==> src/include/fpq_defs.svh <==
// ------------------------------------------------
// FP execution cluster sizes
// Shared by the package and the testbench
// ------------------------------------------------
`ifndef FPQ_DEFS_SVH
`define FPQ_DEFS_SVH

`define FPQ_DATA_W 64 // Operand and result width
`define FPQ_TAG_W  5  // Queue tag width, wraps mod 32
`define FPQ_FLAG_W 5  // Accrued flag bits

`endif

==> src/fpq_pkg.sv <==
// ------------------------------------------------
// FP execution cluster types
// Opcodes, accrued flags, tags and instructions
// ------------------------------------------------
`include "fpq_defs.svh"

package fpq_pkg;

    typedef logic [`FPQ_DATA_W-1:0] data_t; // One double or one 64-bit integer
    typedef logic [`FPQ_TAG_W-1:0]  tag_t;  // Queue entry tag

    // Opcodes handled by the cluster
    typedef enum logic [2:0] {
        FSGNJ,
        FSGNJN,
        FSGNJX,
        FMIN,
        FMAX,
        FCVT_D_L,  // Signed long to double
        FCVT_D_LU  // Unsigned long to double
    } fp_op_e;

    // Accrued flags, RISC-V fflags order (nv is bit 4)
    typedef struct packed {
        logic nv; // Invalid operation
        logic dz; // Divide by zero
        logic of; // Overflow
        logic uf; // Underflow
        logic nx; // Inexact
    } status_t;

    // Instruction after register read
    typedef struct packed {
        fp_op_e     op;
        logic [4:0] rd;   // Destination register
        data_t      src1;
        data_t      src2;
    } fp_instr_t;

    // Default quiet NaN
    localparam data_t CANONICAL_NAN = 64'h7FF8_0000_0000_0000;

endpackage

==> src/fp_result_if.sv <==
// ------------------------------------------------
// Result path from one execution unit
// Tagged result and flags back to the queue
// ------------------------------------------------
interface fp_result_if;

    logic              valid; // One-cycle completion pulse
    fpq_pkg::tag_t     tag;   // Tag of the finished op
    fpq_pkg::data_t    data;
    fpq_pkg::status_t  flags;

    // Execution unit side
    modport unit (
        output valid, tag, data, flags
    );

    // Queue side, CAM lookup by tag
    modport queue (
        input valid, tag, data, flags
    );

endinterface

==> src/fp_exec_cluster.sv <==
// ------------------------------------------------
// FP execution cluster top level
// Queue plus sgnj/minmax and int-to-double units
// ------------------------------------------------
module fp_exec_cluster #(
    parameter int QUEUE_DEPTH = 8
) (
    input  logic              clk_i,
    input  logic              rstn_i,
    input  logic              flush_i,
    input  logic              valid_i,
    input  fpq_pkg::fp_op_e   op_i,
    input  logic [4:0]        rd_i,
    input  fpq_pkg::data_t    src1_i,
    input  fpq_pkg::data_t    src2_i,
    input  logic              wb_ready_i,
    output logic              full_o,
    output logic              wb_valid_o,
    output logic [4:0]        wb_rd_o,
    output fpq_pkg::data_t    wb_data_o,
    output fpq_pkg::status_t  wb_fflags_o
);

    fpq_pkg::fp_instr_t  instr;        // Dispatch ports packed
    fpq_pkg::fp_instr_t  issue_instr;
    fpq_pkg::tag_t       issue_tag;
    logic                issue_misc;
    logic                issue_cvt;
    logic                cvt_busy;

    fp_result_if misc_res_if ();       // sgnj/minmax to queue
    fp_result_if cvt_res_if ();        // Conversion to queue

    assign instr = '{op: op_i, rd: rd_i, src1: src1_i, src2: src2_i};

    pending_fp_ops_queue #(
        .QUEUE_DEPTH (QUEUE_DEPTH)
    ) queue0 (
        .clk_i         (clk_i),
        .rstn_i        (rstn_i),
        .flush_i       (flush_i),
        .valid_i       (valid_i),
        .instr_i       (instr),
        .cvt_busy_i    (cvt_busy),
        .wb_ready_i    (wb_ready_i),
        .full_o        (full_o),
        .issue_misc_o  (issue_misc),
        .issue_cvt_o   (issue_cvt),
        .issue_instr_o (issue_instr),
        .issue_tag_o   (issue_tag),
        .wb_valid_o    (wb_valid_o),
        .wb_rd_o       (wb_rd_o),
        .wb_data_o     (wb_data_o),
        .wb_fflags_o   (wb_fflags_o),
        .misc_res      (misc_res_if.queue),
        .cvt_res       (cvt_res_if.queue)
    );

    fp_sgnj_minmax_unit misc0 (
        .clk_i   (clk_i),
        .rstn_i  (rstn_i),
        .flush_i (flush_i),
        .issue_i (issue_misc),
        .instr_i (issue_instr),
        .tag_i   (issue_tag),
        .res     (misc_res_if.unit)
    );

    fp_int_to_double_unit cvt0 (
        .clk_i   (clk_i),
        .rstn_i  (rstn_i),
        .flush_i (flush_i),
        .issue_i (issue_cvt),
        .instr_i (issue_instr),
        .tag_i   (issue_tag),
        .busy_o  (cvt_busy),
        .res     (cvt_res_if.unit)
    );

endmodule

==> src/fp_int_to_double_unit.sv <==
// ------------------------------------------------
// Integer to double conversion unit
// One-bit-per-cycle normalize, truncating pack
// ------------------------------------------------
module fp_int_to_double_unit (
    input  logic                clk_i,
    input  logic                rstn_i,
    input  logic                flush_i,
    input  logic                issue_i,  // Issue strobe from the queue
    input  fpq_pkg::fp_instr_t  instr_i,
    input  fpq_pkg::tag_t       tag_i,
    output logic                busy_o,   // Issue edge up to the result pulse
    fp_result_if.unit           res
);

    typedef enum logic [1:0] {
        IDLE,
        NORMALIZE,
        PACK
    } cvt_state_e;

    cvt_state_e        state_q;
    fpq_pkg::data_t    mag_q;    // Magnitude, shifted toward bit 63
    logic              sign_q;
    logic [5:0]        cnt_q;    // Shift count = leading zeros
    fpq_pkg::tag_t     tag_q;
    logic              neg_in;   // Signed op with a negative source
    logic [10:0]       exp_w;

    assign neg_in = (instr_i.op == fpq_pkg::FCVT_D_L) && instr_i.src1[63];
    assign exp_w  = 11'd1086 - {5'd0, cnt_q}; // Bias 1023 plus 63
    assign busy_o = (state_q != IDLE);

    // Control FSM
    always_ff @(posedge clk_i or negedge rstn_i) begin
        if (!rstn_i) begin
            state_q <= IDLE;
        end else if (flush_i) begin
            state_q <= IDLE;                          // Cancel the conversion
        end else begin
            case (state_q)
                IDLE: begin
                    if (issue_i)
                        state_q <= NORMALIZE;
                end
                NORMALIZE: begin
                    if (mag_q[63] || mag_q == '0)
                        state_q <= PACK;              // Leading one found, or zero
                end
                PACK:    state_q <= IDLE;             // Result pulse this cycle
                default: state_q <= IDLE;
            endcase
        end
    end

    // Datapath
    always_ff @(posedge clk_i) begin
        if (state_q == IDLE && issue_i) begin
            sign_q <= neg_in;
            mag_q  <= neg_in ? -instr_i.src1 : instr_i.src1; // Min signed stays 2^63
            cnt_q  <= '0;
            tag_q  <= tag_i;
        end else if (state_q == NORMALIZE && !mag_q[63] && mag_q != '0) begin
            mag_q <= mag_q << 1;
            cnt_q <= cnt_q + 6'd1;
        end
    end

    // Pack, round toward zero
    always_comb begin
        res.valid = (state_q == PACK);
        res.tag   = tag_q;
        res.flags = '0;
        if (mag_q == '0) begin
            res.data = '0;                            // +0, no flags
        end else begin
            res.data     = {sign_q, exp_w, mag_q[62:11]};
            res.flags.nx = |mag_q[10:0];              // Dropped bits
        end
    end

    // Queue must hold conversions back while busy
    assert property (@(posedge clk_i) disable iff (!rstn_i)
        issue_i |-> !busy_o)
        else $error("conversion issued while unit busy");

endmodule

==> src/fp_sgnj_minmax_unit.sv <==
// ------------------------------------------------
// Sign injection and min/max unit
// Two-stage pipeline, result 2 cycles after issue
// ------------------------------------------------
module fp_sgnj_minmax_unit (
    input  logic                clk_i,
    input  logic                rstn_i,
    input  logic                flush_i,
    input  logic                issue_i,  // Issue strobe from the queue
    input  fpq_pkg::fp_instr_t  instr_i,
    input  fpq_pkg::tag_t       tag_i,
    fp_result_if.unit           res
);

    // Stage 1 registers
    logic              s1_valid_q;
    fpq_pkg::fp_op_e   s1_op_q;
    fpq_pkg::tag_t     s1_tag_q;
    fpq_pkg::data_t    s1_a_q;
    fpq_pkg::data_t    s1_b_q;

    // Stage 2 result, before its register
    fpq_pkg::data_t    s2_data;
    fpq_pkg::status_t  s2_flags;
    logic              a_nan, b_nan;
    logic              a_lt_b;   // IEEE order, -0 below +0

    // Exponent all ones, mantissa nonzero
    function automatic logic is_nan(input fpq_pkg::data_t x);
        return (&x[62:52]) && (|x[51:0]);
    endfunction

    // Quiet bit clear
    function automatic logic is_snan(input fpq_pkg::data_t x);
        return is_nan(x) && !x[51];
    endfunction

    always_comb begin
        a_nan = is_nan(s1_a_q);
        b_nan = is_nan(s1_b_q);
        if (s1_a_q[63] != s1_b_q[63])
            a_lt_b = s1_a_q[63];                       // Negative one is smaller
        else if (s1_a_q[63])
            a_lt_b = s1_a_q[62:0] > s1_b_q[62:0];      // Both negative
        else
            a_lt_b = s1_a_q[62:0] < s1_b_q[62:0];

        s2_data  = s1_a_q;
        s2_flags = '0;
        case (s1_op_q)
            fpq_pkg::FSGNJ:  s2_data = {s1_b_q[63], s1_a_q[62:0]};
            fpq_pkg::FSGNJN: s2_data = {~s1_b_q[63], s1_a_q[62:0]};
            fpq_pkg::FSGNJX: s2_data = {s1_a_q[63] ^ s1_b_q[63], s1_a_q[62:0]};
            fpq_pkg::FMIN, fpq_pkg::FMAX: begin
                if (a_nan && b_nan)
                    s2_data = fpq_pkg::CANONICAL_NAN;
                else if (a_nan)
                    s2_data = s1_b_q;                  // The other operand wins
                else if (b_nan)
                    s2_data = s1_a_q;
                else if ((s1_op_q == fpq_pkg::FMIN) == a_lt_b)
                    s2_data = s1_a_q;
                else
                    s2_data = s1_b_q;
                s2_flags.nv = is_snan(s1_a_q) || is_snan(s1_b_q);
            end
            default: s2_data = s1_a_q;                 // Conversions never land here
        endcase
    end

    // Pipeline valids
    always_ff @(posedge clk_i or negedge rstn_i) begin
        if (!rstn_i) begin
            s1_valid_q <= 1'b0;
            res.valid  <= 1'b0;
        end else if (flush_i) begin
            s1_valid_q <= 1'b0;                        // Drop both ops in flight
            res.valid  <= 1'b0;
        end else begin
            s1_valid_q <= issue_i;
            res.valid  <= s1_valid_q;
        end
    end

    // Operands and result
    always_ff @(posedge clk_i) begin
        s1_op_q   <= instr_i.op;
        s1_tag_q  <= tag_i;
        s1_a_q    <= instr_i.src1;
        s1_b_q    <= instr_i.src2;
        res.tag   <= s1_tag_q;
        res.data  <= s2_data;
        res.flags <= s2_flags;
    end

    // Nothing enters the pipeline alongside a flush
    assert property (@(posedge clk_i) disable iff (!rstn_i)
        flush_i |-> !issue_i)
        else $error("sgnj/minmax op issued during a flush");

endmodule

==> src/pending_fp_ops_queue.sv <==
// ------------------------------------------------
// Pending FP operation queue
// Tags and issues ops, collects results by tag,
// writes back in program order
// ------------------------------------------------
module pending_fp_ops_queue #(
    parameter int QUEUE_DEPTH = 8   // 2 to 16, keeps live tags unique
) (
    input  logic                clk_i,
    input  logic                rstn_i,
    input  logic                flush_i,
    input  logic                valid_i,
    input  fpq_pkg::fp_instr_t  instr_i,
    input  logic                cvt_busy_i,
    input  logic                wb_ready_i,
    output logic                full_o,
    output logic                issue_misc_o,   // To sgnj/minmax unit
    output logic                issue_cvt_o,    // To conversion unit
    output fpq_pkg::fp_instr_t  issue_instr_o,
    output fpq_pkg::tag_t       issue_tag_o,
    output logic                wb_valid_o,
    output logic [4:0]          wb_rd_o,
    output fpq_pkg::data_t      wb_data_o,
    output fpq_pkg::status_t    wb_fflags_o,
    fp_result_if.queue          misc_res,
    fp_result_if.queue          cvt_res
);

    localparam int PTR_W = $clog2(QUEUE_DEPTH);

    logic [PTR_W-1:0]  head_q, tail_q;
    logic [PTR_W:0]    count_q;       // One bit wider than the pointers
    fpq_pkg::tag_t     tag_cnt_q;     // Next tag to hand out

    // Entry table
    logic [QUEUE_DEPTH-1:0]  valid_q;
    logic [QUEUE_DEPTH-1:0]  done_q;
    logic [4:0]              rd_q    [QUEUE_DEPTH];
    fpq_pkg::tag_t           tag_q   [QUEUE_DEPTH];
    fpq_pkg::data_t          data_q  [QUEUE_DEPTH];
    fpq_pkg::status_t        flags_q [QUEUE_DEPTH];

    logic                    is_cvt;
    logic                    write_en;
    logic                    retire_en;
    logic [QUEUE_DEPTH-1:0]  misc_hit, cvt_hit;   // CAM match vectors

    function automatic logic [PTR_W-1:0] next_ptr(input logic [PTR_W-1:0] p);
        return (p == PTR_W'(QUEUE_DEPTH - 1)) ? '0 : p + 1'b1;
    endfunction

    assign is_cvt = (instr_i.op == fpq_pkg::FCVT_D_L) || (instr_i.op == fpq_pkg::FCVT_D_LU);

    // Stall on full queue, busy converter, flush or reset
    assign full_o = (count_q == QUEUE_DEPTH) || (is_cvt && cvt_busy_i) || flush_i || !rstn_i;

    assign write_en      = valid_i && !full_o;
    assign issue_misc_o  = write_en && !is_cvt;
    assign issue_cvt_o   = write_en && is_cvt;
    assign issue_instr_o = instr_i;
    assign issue_tag_o   = tag_cnt_q;

    // Head writes back once its result is in
    assign wb_valid_o  = valid_q[head_q] && done_q[head_q];
    assign wb_rd_o     = rd_q[head_q];
    assign wb_data_o   = data_q[head_q];
    assign wb_fflags_o = flags_q[head_q];
    assign retire_en   = wb_valid_o && wb_ready_i;

    // Tag match against every live entry
    always_comb begin
        for (int j = 0; j < QUEUE_DEPTH; j++) begin
            misc_hit[j] = misc_res.valid && valid_q[j] && !done_q[j]
                          && (tag_q[j] == misc_res.tag);
            cvt_hit[j]  = cvt_res.valid && valid_q[j] && !done_q[j]
                          && (tag_q[j] == cvt_res.tag);
        end
    end

    // Pointers, count and tag counter
    always_ff @(posedge clk_i or negedge rstn_i) begin
        if (!rstn_i) begin
            head_q    <= '0;
            tail_q    <= '0;
            count_q   <= '0;
            tag_cnt_q <= '0;
        end else if (flush_i) begin
            head_q    <= '0;
            tail_q    <= '0;
            count_q   <= '0;
            tag_cnt_q <= '0;                            // Tags restart at 0
        end else begin
            if (write_en) begin
                tail_q    <= next_ptr(tail_q);
                tag_cnt_q <= tag_cnt_q + 1'b1;          // Wraps mod 32
            end
            if (retire_en)
                head_q <= next_ptr(head_q);
            count_q <= count_q + {{PTR_W{1'b0}}, write_en} - {{PTR_W{1'b0}}, retire_en};
        end
    end

    // Entry valid and done bits
    always_ff @(posedge clk_i or negedge rstn_i) begin
        if (!rstn_i) begin
            valid_q <= '0;
            done_q  <= '0;
        end else if (flush_i) begin
            valid_q <= '0;
            done_q  <= '0;
        end else begin
            done_q <= done_q | misc_hit | cvt_hit;      // Both units may finish together
            if (write_en) begin
                valid_q[tail_q] <= 1'b1;
                done_q[tail_q]  <= 1'b0;
            end
            if (retire_en) begin
                valid_q[head_q] <= 1'b0;
                done_q[head_q]  <= 1'b0;
            end
        end
    end

    // Entry payload
    always_ff @(posedge clk_i) begin
        if (write_en) begin
            rd_q[tail_q]  <= instr_i.rd;
            tag_q[tail_q] <= tag_cnt_q;
        end
        for (int j = 0; j < QUEUE_DEPTH; j++) begin
            if (misc_hit[j]) begin
                data_q[j]  <= misc_res.data;
                flags_q[j] <= misc_res.flags;
            end else if (cvt_hit[j]) begin
                data_q[j]  <= cvt_res.data;
                flags_q[j] <= cvt_res.flags;
            end
        end
    end

    // Never accept into a full table
    assert property (@(posedge clk_i) disable iff (!rstn_i)
        (issue_misc_o || issue_cvt_o) |-> !valid_q[tail_q] && count_q < QUEUE_DEPTH)
        else $error("queue written while full");

    // Units only report live, unfinished tags
    assert property (@(posedge clk_i) disable iff (!rstn_i || flush_i)
        misc_res.valid |-> $onehot(misc_hit))
        else $error("misc result tag matches no single pending entry");

    assert property (@(posedge clk_i) disable iff (!rstn_i || flush_i)
        cvt_res.valid |-> $onehot(cvt_hit))
        else $error("cvt result tag matches no single pending entry");

endmodule
==> config.mk <==
export PLATFORM = sky130hd
export DESIGN_NAME = fp_exec_cluster
export DESIGN_NICKNAME = d
export VERILOG_FILES = /design/src/fpq_pkg.sv /design/src/fp_result_if.sv /design/src/fp_exec_cluster.sv /design/src/fp_int_to_double_unit.sv /design/src/fp_sgnj_minmax_unit.sv /design/src/pending_fp_ops_queue.sv
export VERILOG_INCLUDE_DIRS = /design/src /design/src/include
export SDC_FILE = /design/constraint.sdc
export NUM_CORES = 2
export LEC_CHECK = 0
export ABC_AREA = 1
export BUFFER_PORTS_ARGS = -buffer_cell sky130_fd_sc_hd__buf_4
export CORE_MARGIN = 2
export CORE_UTILIZATION = 54
export DETAILED_ROUTE_END_ITERATION = 10
export PLACE_DENSITY = 0.72
export SYNTH_ARGS = -nofsm -noshare
export SYNTH_HDL_FRONTEND = slang
export SYNTH_SLANG_ARGS = --single-unit
==> constraint.sdc <==
create_clock -name clk_i -period 7.7 [get_ports clk_i]
set_input_delay 1.54 -clock clk_i [delete_from_list [all_inputs] [get_ports clk_i]]
set_output_delay 1.54 -clock clk_i [all_outputs]
set_load 0.01 [all_outputs]
; Word level (Yosys, flattened, before mapping)
; Memories as Yosys holds them, arrays and structs flattened.
; Cells that the tools add are included.
[totals]
regBits = 317
ram_bits = 608
output_inout_bits = 76
wordCells = 296
mem_count = 4
[classes]
n_addsub = 8
order_cmp = 6
n_eq_ne = 31
n_mux = 101
n_bitwise = 26
n_reduce_logical = 100
[memory_table]
columns = memory, words, word_bits, read_ports, rd_ports_with_merged_regs, write_ports, line_no
row1 = queue0.data_q, 8, 64, 1, 0, 8, pending_fp_ops_queue.sv:40  ; fpq_pkg::data_t data_q [QUEUE_DEPTH];
row2 = queue0.rd_q, 8, 5, 1, 0, 1, pending_fp_ops_queue.sv:38  ; logic [4:0] rd_q [QUEUE_DEPTH];
row3 = queue0.tag_q, 8, 5, 8, 0, 1, pending_fp_ops_queue.sv:39  ; fpq_pkg::tag_t tag_q [QUEUE_DEPTH];
row4 = queue0.flags_q, 8, 2, 1, 0, 8, pending_fp_ops_queue.sv:41  ; fpq_pkg::status_t flags_q [QUEUE_DEPTH];
[op_table]
columns = cell, n
row1 = $mux 64, 16
row2 = $pmux 64 s4, 1
row3 = $reduce_or 52->1, 2
row4 = $eq 5x5->1, 16
row5 = $logic_and 1x1->1, 65
row6 = $logic_not 64->1, 1
row7 = $mux 8, 8
row8 = $neg 64->64, 1
row9 = $reduce_bool 64->1, 1
row10 = $gt 63x63->1, 1
row11 = $lt 63x63->1, 1
row12 = $mux 1, 51
row13 = $and 8x8->8, 3
row14 = $or 8x8->8, 3
row15 = $mux 2, 11
row16 = $reduce_and 11->1, 2
row17 = $mux 3, 6
row18 = $not 8->8, 2
row19 = $or 1x1->1, 16
row20 = $eq 3x3->1 const B, 5
row21 = $logic_not 1->1, 14
row22 = $reduce_or 11->1, 1
row23 = $sub 11x6->11 const A, 1
row24 = $mux 5, 2
row25 = other kinds (27), 42

; Depth between registers and ports, before layout
[depth]
depth_word = 13
ltp_mapped = 24
depth_no_buf = 23

; Cells and area by module
; From an unflattened synthesis, not the netlist that was laid out.
[hier_totals]
hier_cells = 5367
hier_area_um2 = 48615.4
[modules_own_cells]
columns = module, instances, cells_each, area_each_um2, seq_area_each_um2
row1 = pending_fp_ops_queue, 1, 3508, 34403.0, 19753.9
row2 = fp_sgnj_minmax_unit, 1, 951, 7996.4, 4174.0
row3 = fp_int_to_double_unit, 1, 908, 6216.0, 2272.2

; Worst setup path before layout
; No wires, ideal clock.
[synth_timing]
path_kind = flip-flop to flip-flop
from = register cvt0.tag_q[4] (netlist: cvt0.res.tag[4])
to = memory queue0.data_q[1][0] (netlist name) (enable)
t_arrival_ns = 5.953
slack_ns = 1.157
path_stages_with_launch = 7
n_path_buf = 1
period_less_slack_ns = 6.543
cell_sequence = edfxtp_1 buf_2 inv_1 o22ai_1 a221oi_1 nand2_1 o31ai_1
[synth_lines]
columns = item, line_no
row1 = start: declaration, fp_int_to_double_unit.sv:26  ; fpq_pkg::tag_t tag_q;
row2 = start signal: assignment, fp_int_to_double_unit.sv:62  ; tag_q <= tag_i;
row3 = end: declaration, pending_fp_ops_queue.sv:40

==> impl_metrics.yaml <==
run_status:
  outcome: "finished, final reports clean"
synthesis:
  synthAdderAreaFrac_pct: 2.27
  synth_top_family_by_area: "simple AND/OR/NAND/NOR gates"
  ys_types: 57
  synth_edf_count: 677
  syn_inst: 4436
  synth_area_leader_cell: "edfxtp_1"
  syn_area_per_cell_um2: 9.62
  synthMuxAreaShare_pct: 0
  synth_area_um2: 42700
  yosys.area_share.simple_pct: 17.2
  ys_seq_area_share_pct: 59.7
  yosys_warnings: 0
  synth_xor_area_share_pct: 2.11
  yosysTopAreaCellShare_pct: 47.6
  synth_flop_cell: "edfxtp_1"
  ys_seq_elements: 925
  async_reset_ff_share_pct: 3.78
  synth_compound_area_share_pct: 13.1
  synth.area.top_cells: "edfxtp_1, nand2_1, dfxtp_1, o21ai_0, inv_1"
cts:
  numCtsBuffers: 96
  cts_root_buffer: "clkbuf_16"
  clock-sinks: 925
  cts_max_path_buffers: 3
  cts_tree: "yes"
  cts-resized-gates: 0
  clock_latency_ns: 0.66
  htree_num_levels: 3
  post_cts_buffers: 0
  clk_pin_slew_worst_paths_ns: 0.06
  postCtsHoldBufs: 0
global_route:
  grt_pass1_wl_um: 191000
  grt_start_max_net_pins: 130
  grt_usage_pct: 31.1
  grt_pass1_vias: 31700
  grt_antenna_before_repair: 7
  overflow: 0
timing:
  rsz0062_at_grt: "false"
  slew_violations: 0
  maxSlewHeadroom_pct: 14.4
  final-hold-violation-count: 0
  timing.fmax_mhz: 181
  worstMarginPinSlew_ns: 1.28
  fin_crit_sh_pct: 71.6
  finalSetupTns_ns: 0
  setup_violations: 0
  layout_min_cycle_time_ns: 5.51
  clock_skew_ns: 0.0245
pwr:
  comb_power_share_pct: 7.5
  p_leak_uw: 0.0191
  power.density_nw_per_um2: 233
  ir_drop_uv: 159
  p_switching_uw: 2630
  p_seq_share_pct: 50.7
  power_uw: 11200
  sw_frac_of_total_pct: 23.5
  p_clk_share_pct: 41.8
  p_int_uw: 8560
floorplan:
  core_um2: 78600
  die_w_um: 285
  pin_count: 217
  die_area_um2: 81300
  std_cell_rows: 103
  dieHeight_um: 285
  initial_core_util_pct: 54.3
detailed_routing:
  firstDrtPassIters: 7
  via_per_inst: 5.96
  drcViolationCount: 0
  drtIter0Drc: 4480
  wl_um: 129000
  vias: 33500
  drt-wirelength-per-cell_um: 22.9
  postRouteAntennaNets: 0
finish:
  syn_to_final_growth_pct: 12.8
  drive_above_1_share_pct: 10.1
  nets: 4709
  instances_no_fill: 5625
  nFillCells: 6483
  design_area_um2: 48100
setup_path:
  critPathSlowestCell: "inv_2"
  cp.arrival_ns: 3.97
  critical_path.endpoint_type: "output port"
  crit_path_max_fanout: 36
  worstRegToRegCells: 10
  worstPathBufferInverterCount: 4
  worstSetupPathType: "reg2out"
  path_cells: "inv_2 -> nand3_1 -> inv_2 -> buf_4 -> a22o_1 -> a221oi_1 -> nand4_1 -> buf_4"
  max_stage_delay_ns: 0.79
  cp_top_family: "buffers and inverters"
  crit_cells: 8
  required_ns: 6.16
  startpoint_type: "register"
placed_design:
  placed_area_um2: 44900
  gp_congestion: 0.952
  place_hpwl_um: 79100
  port_buffers: 213
  numPlacedInstances: 5444
min_path:
  hold_class: "reg2reg"
  hold_path_depth: 0
flow_run:
  drv_cap: 0
-- registers in the layout, indices dropped and copies added, names as in the netlist, 2 cells and up --
name,cells
queue0.data_q,512
cvt0.mag_q,64
misc0.res.data,64
misc0.s1_a_q,64
misc0.s1_b_q,64
queue0.rd_q,40
queue0.tag_q,40
queue0.flags_q,16
queue0.done_q,8
queue0.valid_q,8
cvt0.cnt_q,6
cvt0.res.tag,5
misc0.res.tag,5
misc0.s1_tag_q,5
queue0.issue_tag_o,5
queue0.count_q,4
misc0.s1_op_q,3
queue0.head_q,3
queue0.tail_q,3
cvt0.state_q,2
-- logic make-up after synthesis --
family / after synthesis
AO/OA/AOI/OAI: 982
XOR/XNOR: 103
adder cells (fa/ha/maj): 77
buffers and inverters: 588
flip-flops: 925
other: 1
AND/OR/NAND/NOR: 1760
-- per-layer routing --
layer / vias up / share of wire [%] / wire length (um) / global-route usage (%)
met5: - / 0.035 / 45 / 0
met4: 6 / 3.6 / 4600 / 12.4
met3: 286 / 12 / 15100 / 5.73
met2: 1951 / 46 / 59900 / 50.3
met1: 15800 / 38 / 49300 / 41.8
li1: 15500 / - / - / -
-- through the flow --
stage | utilization, % | setup WS (ns) | hold WS (ns)
finish | 61.2 | 2.19 | 0.326
global route | 61.2 | 2.14 | 0.327
CTS | 61.2 | 2.17 | 0.326
detailed placement | 57.2 | 2.50 | 0.312
global placement | 57.2 | 2.55 | 0.310
floorplan | - | 1.16 | 0.310
-- layout by cell type (no fill, tap or decap), types with 37 or more instances in the layout --
cell / count
nor2_1: 232
nand3_1: 87
a221oi_1: 75
a22oi_1: 91
nand4_1: 116
clkbuf_16: 101
dfxtp_1: 213
nor4_1: 45
xnor2_1: 37
edfxtp_1: 677
xor2_1: 66
buf_4: 250
o21ai_0: 602
nand2_1: 1179
a21oi_1: 123
nor3_1: 45
inv_1: 281
ha_1: 75
-- worst reg2reg max path, delay by kind of cell, from the launching register on --
family	cells	cell delay [ns]
buffers and inverters	2	0.75
AO/OA/AOI/OAI	2	1.29
AND/OR/NAND/NOR	6	1.92
flip-flops	1	0.34
-- power groups by stage --
stage | logic (uW) | clock network, uW | registers (uW)
final | 839 | 4680 | 5670
after global routing | 958 | 4890 | 5680
after CTS | 824 | 4710 | 5660
after detailed placement | 814 | 0 | 5770
after global placement | 783 | 0 | 5760
after floorplan | 641 | 0 | 5660
-- layout make-up --
| cell class | instances | area [um2] | area share [%] |
|---|---|---|---|
| flip-flops and latches | 925 | 25500 | 52.9 |
| multi-input cells | 2925 | 15100 | 31.4 |
| clock buffers | 137 | 2770 | 5.75 |
| repair buffers | 253 | 1940 | 4.02 |
| well taps | 1050 | 1310 | 2.73 |
| inverters | 291 | 1090 | 2.27 |
| clock inverters | 42 | 409 | 0.850 |
| diodes | 2 | 5.00 | 0.0104 |
-- cell usage after synthesis (all sizes together), types with 3 or more instances --
master and instances:
nand3b 6, a22o 20, o22ai 23, dfxtp 213, o21ai 623, nor4 52, nand2 1195, buf 90
nand4 116, o21a 3, nor2 236, dfrtp 35, a22oi 91, a221oi 75, ha 75, edfxtp 677
a2111oi 3, a31oi 4, nand3 90, clkbuf 207, a21o 4, nor3 53, xor2 66, o31ai 5
xnor2 37, a21oi 126, and2 3, or2 7, inv 289
-- final timing paths --
check / endpoint / start / slack [ns]
max: wb_fflags_o[0] / queue0.head_q[1] / 2.19
min: misc0.res.tag[3] / misc0.s1_tag_q[3] / 0.33
max reg2reg: misc0.res.data[10] / misc0.s1_a_q[25] / 3.20
min reg2reg: misc0.res.tag[3] / misc0.s1_tag_q[3] / 0.33
max in group asynchronous: queue0.valid_q[2] / rstn_i / 6.55
min in group asynchronous: queue0.count_q[2] / rstn_i / 0.83
Note: power is estimated with default switching activity, not from simulation.
